--- src/hdl/ctrlUnit_params.svh ---
`ifndef CTRLUNIT_PARAMS_SVH
`define CTRLUNIT_PARAMS_SVH

////////////////////
// Instruction set widths
////////////////////

`define INSTR_WIDTH 16
`define REG_SEL_WIDTH 5
`define ALU_OP_WIDTH 8
`define BRANCH_OFF_WIDTH 10

////////////////////
// Register select encodings
////////////////////

// One past the last register, no buffer or write enabled
`define NO_REG 5'd16

`endif

--- src/hdl/ctrlUnitPkg.sv ---
`default_nettype none
`include "ctrlUnit_params.svh"

package ctrlUnitPkg;

	////////////////////
	// FSM and opcodes
	////////////////////

	typedef enum logic [3:0] {
		stFetch = 4'd0,
		stDecode = 4'd1,
		stExecute = 4'd2,
		stLoadData = 4'd3,
		stLoadExecute = 4'd4,
		stStore = 4'd5,
		stBranch = 4'd6,
		stJump = 4'd7
	} stateT;

	typedef enum logic [3:0] {
		opRType = 4'b0000,
		opAndI = 4'b0001,
		opOrI = 4'b0010,
		opXorI = 4'b0011,
		opMemJump = 4'b0100, // Load, store and jump share this, split by bits 7:4
		opAddI = 4'b0101,
		opShift = 4'b1000,
		opSubI = 4'b1001,
		opCmpI = 4'b1011,
		opBranch = 4'b1100,
		opMovI = 4'b1101
	} opcodeT;

	typedef enum logic [2:0] {
		clsAluReg,
		clsAluImm,
		clsLoad,
		clsStore,
		clsBranch,
		clsJump
	} opClassT;

	typedef enum logic [3:0] {
		condEq = 4'b0000,
		condNe = 4'b0001,
		condCs = 4'b0010,
		condCc = 4'b0011,
		condHi = 4'b0100,
		condLs = 4'b0101,
		condGt = 4'b0110,
		condLe = 4'b0111,
		condFs = 4'b1000,
		condFc = 4'b1001,
		condLo = 4'b1010,
		condHs = 4'b1011,
		condLt = 4'b1100,
		condGe = 4'b1101
	} condT;

	////////////////////
	// Bundles
	////////////////////

	typedef struct packed {
		logic negative;
		logic zero;
		logic flag;
		logic low;
		logic carry;
	} flagsT;

	typedef struct packed {
		opClassT opClass;
		logic [`REG_SEL_WIDTH-1:0] rdst;
		logic [`REG_SEL_WIDTH-1:0] rsrc;
		logic [`ALU_OP_WIDTH-1:0] aluOp;
		logic [`INSTR_WIDTH-1:0] imm;
		logic writesDest; // Low for compares
		condT cond;
		logic [`BRANCH_OFF_WIDTH-1:0] branchOffset;
	} decodedT;

	typedef struct packed {
		logic [`REG_SEL_WIDTH-1:0] regEn;
		logic [`REG_SEL_WIDTH-1:0] bufEnA;
		logic [`REG_SEL_WIDTH-1:0] bufEnB;
		logic [`ALU_OP_WIDTH-1:0] aluOp;
		logic aluResultEn;
		logic immEn;
		logic [`INSTR_WIDTH-1:0] imm;
		logic memReadEn;
		logic memOutEn;
		logic memWe;
		logic [`BRANCH_OFF_WIDTH-1:0] branchOffset;
		logic branchEn;
		logic jumpEn;
		logic pcEn;
		logic pcAddrEn; // Memory address from PC
		logic regAddrEn; // Memory address from register
	} ctrlWordT;

endpackage

`default_nettype wire

--- src/hdl/instrDecoder.sv ---
`timescale 1ns/100ps
`default_nettype none
`include "ctrlUnit_params.svh"

module instrDecoder (
	input logic clk,
	input logic reset,
	input logic [`INSTR_WIDTH-1:0] instruction,
	input logic latchInstr,
	output ctrlUnitPkg::opClassT incomingClass,
	output ctrlUnitPkg::decodedT decoded
);

	ctrlUnitPkg::opcodeT opcode;
	logic [3:0] ext;
	logic shiftImm;
	logic signedImm;
	logic isCompare;
	ctrlUnitPkg::decodedT fields;

	assign opcode = ctrlUnitPkg::opcodeT'(instruction[15:12]);
	assign ext = instruction[7:4]; // Function field

	// Shift with an immediate amount
	assign shiftImm = (opcode == ctrlUnitPkg::opShift) && (instruction[11:9] == 3'b001);

	assign signedImm = (opcode == ctrlUnitPkg::opAddI) ||
		(opcode == ctrlUnitPkg::opSubI) ||
		(opcode == ctrlUnitPkg::opCmpI);

	assign isCompare = (opcode == ctrlUnitPkg::opCmpI) ||
		((opcode == ctrlUnitPkg::opRType) && (ext == 4'b1011));

	////////////////////
	// Classify live bus
	////////////////////

	always_comb begin
		case (opcode)
			ctrlUnitPkg::opMemJump: begin
				case (ext)
					4'b0000: incomingClass = ctrlUnitPkg::clsLoad;
					4'b0100: incomingClass = ctrlUnitPkg::clsStore;
					4'b1100: incomingClass = ctrlUnitPkg::clsJump;
					default: incomingClass = ctrlUnitPkg::clsAluReg;
				endcase
			end
			ctrlUnitPkg::opBranch: begin
				incomingClass = ctrlUnitPkg::clsBranch;
			end
			ctrlUnitPkg::opAndI,
			ctrlUnitPkg::opOrI,
			ctrlUnitPkg::opXorI,
			ctrlUnitPkg::opAddI,
			ctrlUnitPkg::opSubI,
			ctrlUnitPkg::opCmpI,
			ctrlUnitPkg::opMovI: begin
				incomingClass = ctrlUnitPkg::clsAluImm;
			end
			ctrlUnitPkg::opShift: begin
				incomingClass = shiftImm ? ctrlUnitPkg::clsAluImm : ctrlUnitPkg::clsAluReg;
			end
			default: begin
				incomingClass = ctrlUnitPkg::clsAluReg; // R-type and unknown opcodes
			end
		endcase
	end

	////////////////////
	// Field decode
	////////////////////

	always_comb begin
		fields.opClass = incomingClass;
		fields.rdst = {{(`REG_SEL_WIDTH-4){1'b0}}, instruction[11:8]};
		fields.rsrc = {{(`REG_SEL_WIDTH-4){1'b0}}, instruction[3:0]};

		if (signedImm) begin
			fields.imm = {{(`INSTR_WIDTH-8){instruction[7]}}, instruction[7:0]};
		end
		else begin
			fields.imm = {{(`INSTR_WIDTH-8){1'b0}}, instruction[7:0]};
		end

		if (incomingClass == ctrlUnitPkg::clsAluImm) begin
			if (shiftImm) begin
				fields.aluOp = '0;
			end
			else begin
				fields.aluOp = {4'd0, instruction[15:12]};
			end
		end
		else begin
			fields.aluOp = {instruction[15:12], ext};
		end

		fields.writesDest = !isCompare;
		fields.cond = ctrlUnitPkg::condT'(instruction[11:8]);
		fields.branchOffset = {{(`BRANCH_OFF_WIDTH-8){instruction[7]}}, instruction[7:0]};
	end

	// Held for the work states
	always_ff @(posedge clk) begin
		if (reset) begin
			decoded <= '0;
		end
		else if (latchInstr) begin
			decoded <= fields;
		end
	end

endmodule

`default_nettype wire

--- src/hdl/stateSequencer.sv ---
`timescale 1ns/100ps
`default_nettype none

module stateSequencer (
	input logic clk,
	input logic reset,
	input ctrlUnitPkg::opClassT incomingClass,
	output ctrlUnitPkg::stateT state,
	output logic latchInstr
);

	ctrlUnitPkg::stateT nextState;

	always_ff @(posedge clk) begin
		if (reset) begin
			state <= ctrlUnitPkg::stFetch;
		end
		else begin
			state <= nextState;
		end
	end

	////////////////////
	// Transitions
	////////////////////

	always_comb begin
		case (state)
			ctrlUnitPkg::stFetch: begin
				nextState = ctrlUnitPkg::stDecode;
			end
			ctrlUnitPkg::stDecode: begin
				case (incomingClass)
					ctrlUnitPkg::clsLoad: nextState = ctrlUnitPkg::stLoadData;
					ctrlUnitPkg::clsStore: nextState = ctrlUnitPkg::stStore;
					ctrlUnitPkg::clsBranch: nextState = ctrlUnitPkg::stBranch;
					ctrlUnitPkg::clsJump: nextState = ctrlUnitPkg::stJump;
					default: nextState = ctrlUnitPkg::stExecute; // Both ALU classes
				endcase
			end
			ctrlUnitPkg::stLoadData: begin
				nextState = ctrlUnitPkg::stLoadExecute; // Second load cycle
			end
			default: begin
				nextState = ctrlUnitPkg::stFetch;
			end
		endcase
	end

	// Decoder samples the bus on the edge leaving decode
	assign latchInstr = (state == ctrlUnitPkg::stDecode);

endmodule

`default_nettype wire

--- src/hdl/controlEncoder.sv ---
`timescale 1ns/100ps
`default_nettype none
`include "ctrlUnit_params.svh"

module controlEncoder (
	input ctrlUnitPkg::stateT state,
	input ctrlUnitPkg::decodedT decoded,
	input ctrlUnitPkg::flagsT flags,
	output ctrlUnitPkg::ctrlWordT ctrl
);

	logic taken;

	////////////////////
	// Condition codes
	////////////////////

	always_comb begin
		case (decoded.cond)
			ctrlUnitPkg::condEq: taken = flags.zero;
			ctrlUnitPkg::condNe: taken = !flags.zero;
			ctrlUnitPkg::condCs: taken = flags.carry;
			ctrlUnitPkg::condCc: taken = !flags.carry;
			ctrlUnitPkg::condHi: taken = flags.low;
			ctrlUnitPkg::condLs: taken = !flags.low;
			ctrlUnitPkg::condGt: taken = flags.negative;
			ctrlUnitPkg::condLe: taken = !flags.negative;
			ctrlUnitPkg::condLo: taken = !flags.low && !flags.zero;
			ctrlUnitPkg::condHs: taken = flags.low || flags.zero;
			ctrlUnitPkg::condLt: taken = !flags.negative && !flags.zero;
			ctrlUnitPkg::condGe: taken = flags.negative || flags.zero;
			ctrlUnitPkg::condFs,
			ctrlUnitPkg::condFc: taken = 1'b0; // Flag conditions not supported
			default: taken = 1'b0;
		endcase
	end

	////////////////////
	// Control word
	////////////////////

	always_comb begin
		ctrl = '0;
		ctrl.regEn = `NO_REG;
		ctrl.pcAddrEn = 1'b1; // Fetch address

		case (state)
			ctrlUnitPkg::stExecute: begin
				ctrl.aluResultEn = 1'b1;
				ctrl.aluOp = decoded.aluOp;
				ctrl.pcEn = 1'b1;
				ctrl.bufEnA = decoded.rdst;
				ctrl.regEn = decoded.writesDest ? decoded.rdst : `NO_REG;
				if (decoded.opClass == ctrlUnitPkg::clsAluImm) begin
					ctrl.immEn = 1'b1;
					ctrl.imm = decoded.imm;
					ctrl.bufEnB = `NO_REG; // Immediate takes port B
				end
				else begin
					ctrl.bufEnB = decoded.rsrc;
				end
			end

			ctrlUnitPkg::stLoadData: begin
				ctrl.memReadEn = 1'b1;
				ctrl.bufEnA = decoded.rsrc; // Address register
				ctrl.bufEnB = `NO_REG;
				ctrl.regAddrEn = 1'b1;
				ctrl.pcAddrEn = 1'b0;
			end

			ctrlUnitPkg::stLoadExecute: begin
				ctrl.memReadEn = 1'b1;
				ctrl.memOutEn = 1'b1;
				ctrl.regEn = decoded.rdst; // Write back loaded data
				ctrl.bufEnA = decoded.rsrc;
				ctrl.bufEnB = `NO_REG;
				ctrl.pcEn = 1'b1;
			end

			ctrlUnitPkg::stStore: begin
				ctrl.memWe = 1'b1;
				ctrl.bufEnA = decoded.rsrc; // Address
				ctrl.bufEnB = decoded.rdst; // Data
				ctrl.regAddrEn = 1'b1;
				ctrl.pcAddrEn = 1'b0;
				ctrl.pcEn = 1'b1;
			end

			ctrlUnitPkg::stBranch: begin
				ctrl.bufEnA = `NO_REG;
				ctrl.bufEnB = `NO_REG;
				ctrl.branchOffset = decoded.branchOffset;
				ctrl.branchEn = taken;
				ctrl.pcEn = !taken; // Plain increment when not taken
			end

			ctrlUnitPkg::stJump: begin
				ctrl.bufEnA = `NO_REG;
				ctrl.bufEnB = decoded.rsrc; // Target register
				ctrl.jumpEn = taken;
				ctrl.pcEn = !taken;
			end

			default: begin
				// Fetch and decode keep the idle word
			end
		endcase
	end

endmodule

`default_nettype wire

--- src/hdl/ctrlUnit.sv ---
`timescale 1ns/100ps
`default_nettype none
`include "ctrlUnit_params.svh"

module ctrlUnit (
	input logic clk,
	input logic reset,
	input logic [`INSTR_WIDTH-1:0] instruction,
	input ctrlUnitPkg::flagsT flags,
	output ctrlUnitPkg::ctrlWordT ctrl
);

	ctrlUnitPkg::stateT state;
	ctrlUnitPkg::opClassT incomingClass;
	ctrlUnitPkg::decodedT decoded;
	logic latchInstr;

	////////////////////
	// Input side
	////////////////////

	instrDecoder uDecoder (
		.clk(clk),
		.reset(reset),
		.instruction(instruction),
		.latchInstr(latchInstr),
		.incomingClass(incomingClass),
		.decoded(decoded)
	);

	stateSequencer uSequencer (
		.clk(clk),
		.reset(reset),
		.incomingClass(incomingClass),
		.state(state),
		.latchInstr(latchInstr)
	);

	////////////////////
	// Output side
	////////////////////

	controlEncoder uEncoder (
		.state(state),
		.decoded(decoded),
		.flags(flags),
		.ctrl(ctrl)
	);

endmodule

`default_nettype wire

--- config.mk ---
export PLATFORM = sky130hd
export DESIGN_NAME = ctrlUnit
export DESIGN_NICKNAME = d
export VERILOG_FILES = /design/src/hdl/ctrlUnitPkg.sv /design/src/hdl/instrDecoder.sv /design/src/hdl/stateSequencer.sv /design/src/hdl/controlEncoder.sv /design/src/hdl/ctrlUnit.sv
export VERILOG_INCLUDE_DIRS = /design/src /design/src/hdl
export SDC_FILE = /design/constraint.sdc
export NUM_CORES = 1
export LEC_CHECK = 0
export ABC_AREA = 1
export ABC_CLOCK_PERIOD_IN_PS = 3900
export BUFFER_PORTS_ARGS = -buffer_cell sky130_fd_sc_hd__buf_2
export CAP_MARGIN = 10
export CORE_MARGIN = 4
export CORE_UTILIZATION = 40
export CTS_CLUSTER_SIZE = 20
export DETAILED_ROUTE_END_ITERATION = 10
export PLACE_DENSITY = 0.7
export SLEW_MARGIN = 20
export SYNTH_ARGS = -nofsm -noshare
export SYNTH_HDL_FRONTEND = slang
export SYNTH_SLANG_ARGS = --single-unit
--- constraint.sdc ---
create_clock -name clk -period 3.9 [get_ports clk]
set_clock_uncertainty 0.05 [all_clocks]
set_input_delay 0.39 -clock clk [delete_from_list [all_inputs] [get_ports clk]]
set_output_delay 0.39 -clock clk [all_outputs]
set_load 0.005 [all_outputs]
Word level (Yosys, flattened, before mapping)
Index checks and enable logic that the tools add are counted.
- bits of input ports: 23
- bits in registers: 48
- multiplexer cells: 22
- reductions and logical operators: 24
- eq/ne operators: 38
- operator list (cell ; count):
    10-bit case mux with 5 select lines ; 1
    4-bit by 3-bit == test with 1-bit output (second input constant) ; 11
    4-bit == test (second input constant) ; 11
    26-bit 2-to-1 mux ; 1
    4-bit by 2-bit == test with 1-bit output (second input constant) ; 6
    3-bit case mux with 4 select lines ; 2
    17-bit 2-to-1 mux ; 1
    4-bit zero test ; 4
    16-bit 2-to-1 mux ; 1
    4-bit by 1-bit == test with 1-bit output (second input constant) ; 3
    1-bit case mux with 12 select lines ; 1
    4-bit case mux with 3 select lines ; 1
    11-bit 2-to-1 mux ; 1
    5-bit 2-to-1 mux ; 2
    5-bit case mux with 2 select lines ; 1
    3-bit by 1-bit == test with 1-bit output (second input constant) ; 3
    3-bit case mux with 3 select lines ; 1
    8-bit 2-to-1 mux ; 1
    7-bit OR reduction ; 1
    3-bit by 2-bit == test with 1-bit output (second input constant) ; 2
    3-bit == test (second input constant) ; 2
    1-bit zero test ; 6
    2-bit OR reduction ; 3
    1-bit logical OR ; 5
    other kinds (6) ; 13

Logic depth before layout (Yosys ltp)
Gate-level depths: netlist of run 1.
- depth in word-level cells: 7
- gate-level depth with buffers: 10

Cells and area by module
Synthesis of run 1 repeated with hierarchy kept, for this count alone.
- cells, all modules: 383
- area total of the unflattened synthesis: 2250.9 um^2
- by module, submodules not included (module ; area each (um^2) ; cells an instance ; times used):
    instrDecoder ; 1331.3 ; 182 ; 1
    controlEncoder ; 758.2 ; 174 ; 1
    stateSequencer ; 161.4 ; 27 ; 1

Worst setup path before layout of run 1
OpenSTA, ideal clock, no wires.
- path type: register to output
- start point: register uSequencer.state[1]
- end point: output port ctrl[27] (netlist name)
- stages on the path, launching flop included: 9
- arrival: 1.396 ns
- setup slack: 2.064 ns
- buffers on the path: 2
- required time: 3.460 ns
- cells stage by stage: dfxtp_1 -> buf_4 -> inv_2 -> nor3_4 -> inv_2 -> nor2_4 -> inv_2 -> nor2_2 -> buf_4
- RTL lines (what ; line ; source):
    from (decl) ; stateSequencer.sv:8 ; output ctrlUnitPkg::stateT state,
    from (signal assigned) ; stateSequencer.sv:16 ; state <= ctrlUnitPkg::stFetch;
    from (signal assigned) ; stateSequencer.sv:19 ; state <= nextState;
    to (decl) ; ctrlUnit.sv:10 ; output ctrlUnitPkg::ctrlWordT ctrl

==> impl_metrics.toml, run 1 <==
[clock_tree]
cts_tree = "yes"
clk_pin_slew_ps = 100
cts-resized-gates = 0
clk-insertion-delay-late_ps = 270
clock_tree.root_cell = "clkbuf_8"
clock_sink_count = 28
post_cts_buffers = 0
max-clock-path-buffers = 2
cts_made_buffers = 3
ctsHoldBuffers = 0
cts.htree.levels = 1

[cells_and_area]
nNetsFinal = 393
fillCellCount = 488
final_common_cell = "buf_2"
stdcell_count = 421
p_r_area_growth_vs_syn_pct = 22.0
final_cell_mix = "80 x buf_2, 59 x nand2_1, 46 x nor2_1, 46 x inv_1, 28 x dfxtp_1"
post_route_cells_drive_above_1_share_pct = 29.3
n_antenna_cell = 0

[setup_path]
regToRegEndpoint = "uSequencer.state[0]$_SDFF_PP0_"
timing.reg2reg.setup_slack_ps = 2320
cp_data_required_time_ps = 3460
critical_path.cell_chain = "inv_2 > nor3_4 > inv_2 > nor2_4 > inv_2 > nor2_2 > buf_2"
timing.critical_path.from_type = "flip-flop"
worst_path_max_delay_cell = "dfxtp_1"
critical_path.startpoint = "uSequencer.state[1]$_SDFF_PP0_"
critical_path.max_fanout = 14
critical_path.endpoint_type = "output port"
critical_path_buf_inv_count = 4
path_delay_family = "buffers and inverters"
crit_type = "flip-flop to output port"
timing.critical_path.arrival_ps = 1960
reg2reg_from = "uSequencer.state[1]$_SDFF_PP0_"
reg2reg_depth = 5
max_incr_delay_on_cp_ps = 500
cp_common_cell = "inv_2"

[synth]
syn_area_per_cell_um2 = 6.18
synthesis.area_um2 = 1870
syn_nets = 326
synth_sequential_area_ratio_pct = 29.9
synthesis.instances = 303
post_synth_num_cell_types = 28
synth-warning-count = 0
synth-seq-cells = 28

[placement]
gpl.final_weighted_congestion = 0.918
place_inst = 417
portBuffers = 80
place.detailed.hpwl_um = 4180

[hold_path]
holdCritPathClass = "input port to flip-flop"
timing.hold.worst_endpoint = "uDecoder.decoded[1]$_SDFFE_PP0P_"
timing.hold.worst_path_depth = 3
timing.hold.worst.start = "instruction[1]"

[sta]
rsz_0062_raised_after_global_routing = "false"
slew_headroom_pct = 65.2
max_freq_mhz = 417
setup_viol = 0
maxSlewViolCount = 0
finalHoldViolations = 0
tightestPinTransition_ps = 521
share_of_the_clock_period_used_by_the_worst_path_pct = 61.5
period_minus_slack_ps = 2400
final.setup.tns_ps = 0

[floorplan]
die_area_um2 = 5840
start_util_pct = 42.1
floorplan.die.width_um = 76.4
fp.coreArea_um2 = 4440
floorplan.rows = 24
top_level_ports = 82
die_y_um = 76.4

[detailed_routing]
drt-total-wl_um = 5310
wl_per_cell_um = 12.6
drc_errors = 0
drt.antenna.violating_nets = 0
post_drt_via_cell_ratio = 4.93
dr.first_iter.drc_count = 62
dr_total_vias = 2077
first_pass_iteration_count_of_the_detailed_router = 4

[power_and_ir_drop]
power.static_leakage_nw = 1.20
power.density_cell_area_nw_per_um2 = 327
max-vdd-ir-drop_uv = 221
total_power_uw = 746

[grt]
antenna_found_initial = 0
global_route.overflow_total = 0
grt_pass1_vias = 1975
globalRouteTotalUtil_pct = 17.8
wire_length_of_the_first_global_routing_pass_um = 8880
largest_net_degree_at_the_start_of_global_routing = 34

[status]
run_status = "completed"

[run]
max_cap_violations = 0
[cells by family (layout without fill, tap and decap cells)]
| kind of cell | count (synthesis) | count (layout) | share of synthesized area, % |
|---|---|---|---|
| AO/OA/AOI/OAI | 62 | 62 | 18.5 |
| AND/OR/NAND/NOR | 143 | 143 | 34.4 |
| buffers and inverters | 70 | 136 | 17.1 |
| flip-flops | 28 | 28 | 29.9 |
[cell usage after synthesis, drive strengths merged]
library cell / number / share of area, %
nand2: 61 / 12
nor2: 57 / 13
inv: 52 / 10
a21oi: 29 / 8.6
dfxtp: 28 / 30
nand3: 20 / 6.0
o21ai: 20 / 5.3
buf: 17 / 6.4
o22ai: 9 / 3.0
nor3: 3 / 2.0
a22oi: 1 / 0.40
a31oi: 1 / 0.33
clkbuf: 1 / 0.27
nand3b: 1 / 0.40
nand4: 1 / 0.33
o2111ai: 1 / 0.47
o211ai: 1 / 0.40
[how the worst max path moves through the flow]
stage | slack (ps) | cells after the start | endpoint
floorplan | 2060 | 8 | ctrl[27]
global route | 1300 | 7 | ctrl[29]
finish | 1500 | 7 | ctrl[29]
global placement | 1860 | 7 | ctrl[29]
CTS | 1470 | 7 | ctrl[29]
detailed placement | 1800 | 7 | ctrl[29]
[layout make-up]
type | count | area (µm²) | area share [%]
sequential | 28 | 561 | 24.5
inverter | 52 | 195 | 8.55
clock inverter | 1 | 30.0 | 1.32
clock buffer | 3 | 41.3 | 1.81
multi-input combinational | 205 | 991 | 43.4
tap | 52 | 65.1 | 2.85
timing repair buffer | 80 | 400 | 17.5
[flip-flops by register name, summed over array words and instances (netlist names)]
register and count:
uDecoder.decoded 25, uSequencer.state 3
[report_power, final]
| part | total (mW) | internal [mW] | switching (mW) |
|---|---|---|---|
| clock | 0.230 | 0.138 | 0.0922 |
| combinational | 0.180 | 0.0593 | 0.121 |
| sequential | 0.336 | 0.316 | 0.0203 |
[through the flow]
step / instance area, µm² / hold WS (ps) / util (%) / worst slack (ps)
6_report: 2280 / 331 / 51.4 / 1500
5_1_grt: 2280 / 355 / 51.4 / 1300
4_1_cts: 2280 / 335 / 51.4 / 1470
3_5_place_dp: 2210 / 410 / 49.8 / 1800
3_3_place_gp: 2210 / 406 / 49.8 / 1860
2_1_floorplan: 1870 / 394 / - / 2060
[per-layer routing]
metal | vias up | wire length, µm | global-route usage [%]
li1 | 1079 | - | -
met1 | 925 | 2370 | 21.8
met2 | 69 | 2530 | 31.8
met3 | 4 | 384 | 3.66
met4 | 0 | 27 | 4.17
met5 | - | 0 | 0
[worst reg2reg max path, cell delays in order (launching register included)]
cell       delay [ps]
dfxtp_1           400
inv_2             150
nand3_4           300
inv_2             330
o2111ai_1         150
a21oi_1           130
No activity file was read; power rests on OpenSTA's default activity.
==> run 2, diff against run 1 <==
--- a/config.mk
+++ b/config.mk
@@ -7,14 +7,14 @@
 export NUM_CORES = 1
 export LEC_CHECK = 0
 export ABC_AREA = 1
-export ABC_CLOCK_PERIOD_IN_PS = 3900
+export ABC_CLOCK_PERIOD_IN_PS = 2000
 export BUFFER_PORTS_ARGS = -buffer_cell sky130_fd_sc_hd__buf_2
 export CAP_MARGIN = 10
 export CORE_MARGIN = 4
 export CORE_UTILIZATION = 40
 export CTS_CLUSTER_SIZE = 20
 export DETAILED_ROUTE_END_ITERATION = 10
-export PLACE_DENSITY = 0.7
+export PLACE_DENSITY = 0.73
 export SLEW_MARGIN = 20
 export SYNTH_ARGS = -nofsm -noshare
 export SYNTH_HDL_FRONTEND = slang
==> constraint.sdc (replaced) <==
create_clock -name clk -period 2 [get_ports clk]
set_clock_uncertainty 0.05 [all_clocks]
set_input_delay 0.2 -clock clk [delete_from_list [all_inputs] [get_ports clk]]
set_output_delay 0.2 -clock clk [all_outputs]
set_load 0.005 [all_outputs]
==> run 2 against run 1 <==
  * Sequential share of layout area up 0.21 points
  * Global-route usage up 0.52 points
  * Critical path type unchanged
  * Setup slack worse by 1400 ps
  * Design area up 0.49%
  * Register-to-register slack worse by 1700 ps
  * Highest routed layer unchanged
  * Largest power group unchanged
  * Clock power up 51%
  * Worst hold slack worse by 180 ps
==> impl_metrics.toml, run 2 (same netlist as run 1, synthesis figures left out) <==
[status]
run_status = "completed"

[setup_path]
timing.reg2reg.setup_slack_ps = 580
critical_path.endpoint_type = "output port"
timing.critical_path.from_type = "flip-flop"
timing.critical_path.arrival_ps = 1610
crit_type = "flip-flop to output port"
critical_path.max_fanout = 10
cp_data_required_time_ps = 1750

[placement]
portBuffers = 80
place_inst = 419
gpl.final_weighted_congestion = 0.945
place.detailed.hpwl_um = 4280

[detailed_routing]
drc_errors = 0
post_drt_via_cell_ratio = 4.90
drt-total-wl_um = 5340
dr_total_vias = 2072
first_pass_iteration_count_of_the_detailed_router = 4
drt.antenna.violating_nets = 0
wl_per_cell_um = 12.6
dr.first_iter.drc_count = 102

[clock_tree]
cts.htree.levels = 1
clk-insertion-delay-late_ps = 270
cts_tree = "yes"
max-clock-path-buffers = 2
ctsHoldBuffers = 0
clock_sink_count = 28
post_cts_buffers = 0
cts_made_buffers = 3
clock_tree.root_cell = "clkbuf_8"
clk_pin_slew_ps = 90

[grt]
global_route.overflow_total = 0
grt_pass1_vias = 1910
wire_length_of_the_first_global_routing_pass_um = 8890
globalRouteTotalUtil_pct = 18.3
largest_net_degree_at_the_start_of_global_routing = 21
antenna_found_initial = 0

[floorplan]
die_y_um = 76.4
die_area_um2 = 5840
top_level_ports = 82
start_util_pct = 42.1
floorplan.rows = 24
floorplan.die.width_um = 76.4
fp.coreArea_um2 = 4440

[hold_path]
holdCritPathClass = "input port to flip-flop"

[power_and_ir_drop]
power_switching_uw = 447
p_sw_share_pct = 32.9
max-vdd-ir-drop_uv = 319
clkPwrFrac_pct = 25.5
power.density_cell_area_nw_per_um2 = 593
comb_power_share_pct = 26.2
total_power_mw = 1.36
power.static_leakage_nw = 1.20
power.internal_uw = 914
seqPwrFrac_pct = 48.3

[sta]
setup_viol = 0
max_freq_mhz = 539
slew_headroom_pct = 64.7
rsz_0062_raised_after_global_routing = "false"
final.setup.tns_ps = 0
finalHoldViolations = 0
maxSlewViolCount = 0
period_minus_slack_ps = 1860
share_of_the_clock_period_used_by_the_worst_path_pct = 92.8
tightestPinTransition_ps = 529

[run]
max_cap_violations = 0

[cells_and_area]
stdcell_count = 423
final_common_cell = "buf_2"
nNetsFinal = 395
largest_reg_flops = 25
largest-register = "uDecoder.decoded"
post_route_cells_drive_above_1_share_pct = 30.7
n_antenna_cell = 0
final_cell_mix = "80 x buf_2, 59 x nand2_1, 46 x nor2_1, 46 x inv_1, 27 x a21oi_1"
reg.largest.list = "uDecoder.decoded (25), uSequencer.state (3)"
utilization_pct = 51.6
p_r_area_growth_vs_syn_pct = 22.6
run 2: changes by cell type in the layout (fill, tap and decap cells not counted), sizes merged:
| cell | previous run | this run |
|---|---|---|
| bufinv | 1 | 0 |
| clkbuf | 3 | 4 |
| buf | 80 | 82 |
run 2: final cells by class:
type                    count  area [µm²]
fillers                   499        2150
multi-input cells         205         996
flip-flops and latches     28         568
repair buffers             82         415
inverters                  52         195
well taps                  52        65.1
clock buffers               4        55.1
run 2: layer usage:
metal	share of wire, %	GRT usage (%)
met1	43	22.0
met2	49	32.2
met3	7.1	4.37
met4	1.1	5.62
met5	0	0
run 2: worst paths after layout:
path                                           from  cells after the start                           endpoint
setup / recovery     uSequencer.state[0]$_SDFF_PP0_                      4                           ctrl[13]
hold / removal                                reset                      2     uSequencer.state[0]$_SDFF_PP0_
setup reg to reg     uSequencer.state[2]$_SDFF_PP0_                      5     uSequencer.state[0]$_SDFF_PP0_
hold reg to reg   uDecoder.decoded[38]$_SDFFE_PP0P_                      2  uDecoder.decoded[38]$_SDFFE_PP0P_
run 2: timing repair:
| item | in CTS | in global routing |
|---|---|---|
| endpoints found under the hold margin | 0 | 0 |
| resized for setup | 1 | 5 |
| setup endpoints to repair | 8 | 22 |
run 2: metrics by stage:
step | hold WS [ps] | worst slack (ps) | cell area [µm²]
floorplan | 291 | 354 | 1870
global placement | 405 | 305 | 2230
global route | 161 | 11.5 | 2290
finish | 152 | 144 | 2290
CTS | 143 | 47.8 | 2280
detailed placement | 412 | 252 | 2230
run 2: critical path: stages, from the launching register on:
cell	delay (ps)
dfxtp_2	380
inv_2	110
nand3_1	390
nor2_1	290
buf_2	160
run 2: power by group through the flow:
stage / clock network (mW) / logic, mW / registers [mW]
6_report: 0.347 / 0.357 / 0.657
5_1_grt: 0.385 / 0.408 / 0.666
4_1_cts: 0.359 / 0.358 / 0.656
3_5_place_dp: 0 / 0.356 / 0.669
3_3_place_gp: 0 / 0.349 / 0.667
2_1_floorplan: 0 / 0.268 / 0.653
==> run 3, diff against run 2 <==
--- a/config.mk
+++ b/config.mk
@@ -8,13 +8,13 @@
 export LEC_CHECK = 0
 export ABC_AREA = 1
 export ABC_CLOCK_PERIOD_IN_PS = 2000
-export BUFFER_PORTS_ARGS = -buffer_cell sky130_fd_sc_hd__buf_2
+export BUFFER_PORTS_ARGS = -buffer_cell sky130_fd_sc_hd__clkbuf_2
 export CAP_MARGIN = 10
 export CORE_MARGIN = 4
-export CORE_UTILIZATION = 40
+export CORE_UTILIZATION = 43
 export CTS_CLUSTER_SIZE = 20
 export DETAILED_ROUTE_END_ITERATION = 10
-export PLACE_DENSITY = 0.73
+export PLACE_DENSITY = 0.78
 export SLEW_MARGIN = 20
 export SYNTH_ARGS = -nofsm -noshare
 export SYNTH_HDL_FRONTEND = slang
==> run 3 against run 2 <==
  * Clock power increased by 32%
  * Combinational power rose by 1%
  * Count of clock-buffer cells in the layout fell by 1
  * Critical path depth grew 3
  * Via count grew 2.2%
  * Non-clock buffer count grew 1
  * Register-to-register slack lost 70 ps
  * Sequential share of layout area shrank 0.44 points
  * Power increased by 8.3%
  * Sequential power hardly changed
  * Setup slack lost 61 ps
  * Routed wire length is 0.58% lower
  * Critical path type unchanged
==> impl_metrics.toml, run 3 (same netlist as run 1, synthesis figures left out) <==
[grt]
grt_pass1_vias = 1912
globalRouteTotalUtil_pct = 19.5
largest_net_degree_at_the_start_of_global_routing = 21
global_route.overflow_total = 0
antenna_found_initial = 0
wire_length_of_the_first_global_routing_pass_um = 8450

[detailed_routing]
dr.first_iter.drc_count = 103
drc_errors = 0
drt-total-wl_um = 5310
post_drt_via_cell_ratio = 5.02
first_pass_iteration_count_of_the_detailed_router = 4
drt.antenna.violating_nets = 0
dr_total_vias = 2118
wl_per_cell_um = 12.6

[cells_and_area]
final_cell_mix = "80 x clkbuf_2, 59 x nand2_1, 46 x nor2_1, 46 x inv_1, 27 x a21oi_1"
post_route_cells_drive_above_1_share_pct = 30.9
reg.largest.list = "uDecoder.decoded (25), uSequencer.state (3)"
n_antenna_cell = 0
largest-register = "uDecoder.decoded"
largest_reg_flops = 25
final_std_cell_area_no_fill_um2 = 2330
utilization_pct = 56.5
p_r_area_growth_vs_syn_pct = 24.3
nNetsFinal = 396
final_common_cell = "clkbuf_2"

[setup_path]
reg2reg_from = "uSequencer.state[2]$_SDFF_PP0_"
timing.reg2reg.setup_slack_ps = 510
reg2reg_depth = 5
critical_path.endpoint_type = "output port"
worst_path_max_delay_cell = "dfxtp_4"
timing.critical_path.arrival_ps = 1670
critical_path.max_fanout = 10
crit_type = "flip-flop to output port"
critical_path.cell_chain = "inv_2 > nor3_4 > inv_2 > nor2_4 > inv_4 > nor2_4 > clkbuf_2"
max_incr_delay_on_cp_ps = 410
critical_path_buf_inv_count = 4
cp-endpoint = "ctrl[27]"
cp_data_required_time_ps = 1750
critical_path.startpoint = "uSequencer.state[1]$_SDFF_PP0_"
worst-path-stages = 7
path_delay_family = "simple AND/OR/NAND/NOR gates"
regToRegEndpoint = "uSequencer.state[0]$_SDFF_PP0_"
timing.critical_path.from_type = "flip-flop"

[sta]
period_minus_slack_ps = 1920
max_freq_mhz = 522
finalHoldViolations = 0
maxSlewViolCount = 0
share_of_the_clock_period_used_by_the_worst_path_pct = 95.8
rsz_0062_raised_after_global_routing = "true"
tightestPinTransition_ps = 502
fin_worst_hold_slack_ps = 142
setup_viol = 0
slew_headroom_pct = 66.5
setup_slack_ps = 83.5

[clock_tree]
clock_sink_count = 28
cts_made_buffers = 3
clock_tree.root_cell = "clkbuf_8"
clk-insertion-delay-late_ps = 270
max-clock-path-buffers = 2
cts_tree = "yes"
clk_pin_slew_ps = 110
cts.htree.levels = 1
ctsHoldBuffers = 0

[placement]
gpl.final_weighted_congestion = 1.02
portBuffers = 80
pre_cts_ws_ps = 207
placed_area_um2 = 2220
place.detailed.hpwl_um = 4170

[floorplan]
fp.coreArea_um2 = 4120
die_area_um2 = 5470
top_level_ports = 82
floorplan.rows = 23
start_util_pct = 45.5
floorplan.die.width_um = 74.0
die_y_um = 74.0

[power_and_ir_drop]
max-vdd-ir-drop_uv = 316
power.static_leakage_nw = 1.17
power.density_cell_area_nw_per_um2 = 633

[status]
run_status = "completed"

[hold_path]
holdCritPathClass = "input port to flip-flop"

[run]
max_cap_violations = 0
## run 3: where the power goes
part	total, mW	switching [mW]	internal [mW]	leakage (nW)
registers	0.655	0.0386	0.616	0.231
clock network	0.457	0.188	0.268	0.0357
logic	0.362	0.240	0.122	0.900
## run 3: layer usage
metal	track usage (%)	vias to the layer above	wire [µm]
met1	24.6	943	2300
met4	6.84	0	101
li1	-	1089	-
met3	3.11	11	413
met5	0	-	0
met2	33.7	75	2490
## run 3: how the worst min path moves through the flow
stage	cells past startpoint	slack, ps	from	end
CTS	3	140	instruction[0]	uDecoder.decoded[0]$_SDFFE_PP0P_
global placement	2	410	uDecoder.decoded[38]$_SDFFE_PP0P_	uDecoder.decoded[38]$_SDFFE_PP0P_
floorplan	2	290	instruction[12]	uDecoder.decoded[35]$_SDFFE_PP0P_
global route	3	150	instruction[12]	uDecoder.decoded[35]$_SDFFE_PP0P_
finish	3	140	instruction[0]	uDecoder.decoded[0]$_SDFFE_PP0P_
detailed placement	2	410	uDecoder.decoded[22]$_SDFFE_PP0P_	uDecoder.decoded[22]$_SDFFE_PP0P_
## run 3: final cells by class
| cell class | count | area, µm² |
|---|---|---|
| Fill cell | 426 | 1790 |
| Multi-Input combinational cell | 205 | 1010 |
| Sequential cell | 28 | 566 |
| Timing Repair Buffer | 83 | 423 |
| Inverter | 52 | 198 |
| Tap cell | 50 | 62.6 |
| Clock buffer | 3 | 41.3 |
| Clock inverter | 1 | 30.0 |
## run 3: stage by stage
stage	power, mW	cells	setup TNS (ps)
3_3_place_gp	1.01	417	0
3_5_place_dp	1.02	417	0
5_1_grt	1.56	422	-56.0
4_1_cts	1.47	421	0
6_report	1.47	422	0
2_1_floorplan	0.921	303	0
## run 3: worst reg2reg max path: cells and delay by family (launching register included)
kind | cells | cell delay (ps)
buffers and inverters | 2 | 450
flip-flops | 1 | 400
AO/OA/AOI/OAI | 2 | 300
AND/OR/NAND/NOR | 1 | 230
## run 3: what timing repair did
item	CTS	global route
pin swaps	0	2
gates resized for setup	2	6
setup endpoints to repair	8	19
setup buffers	0	1
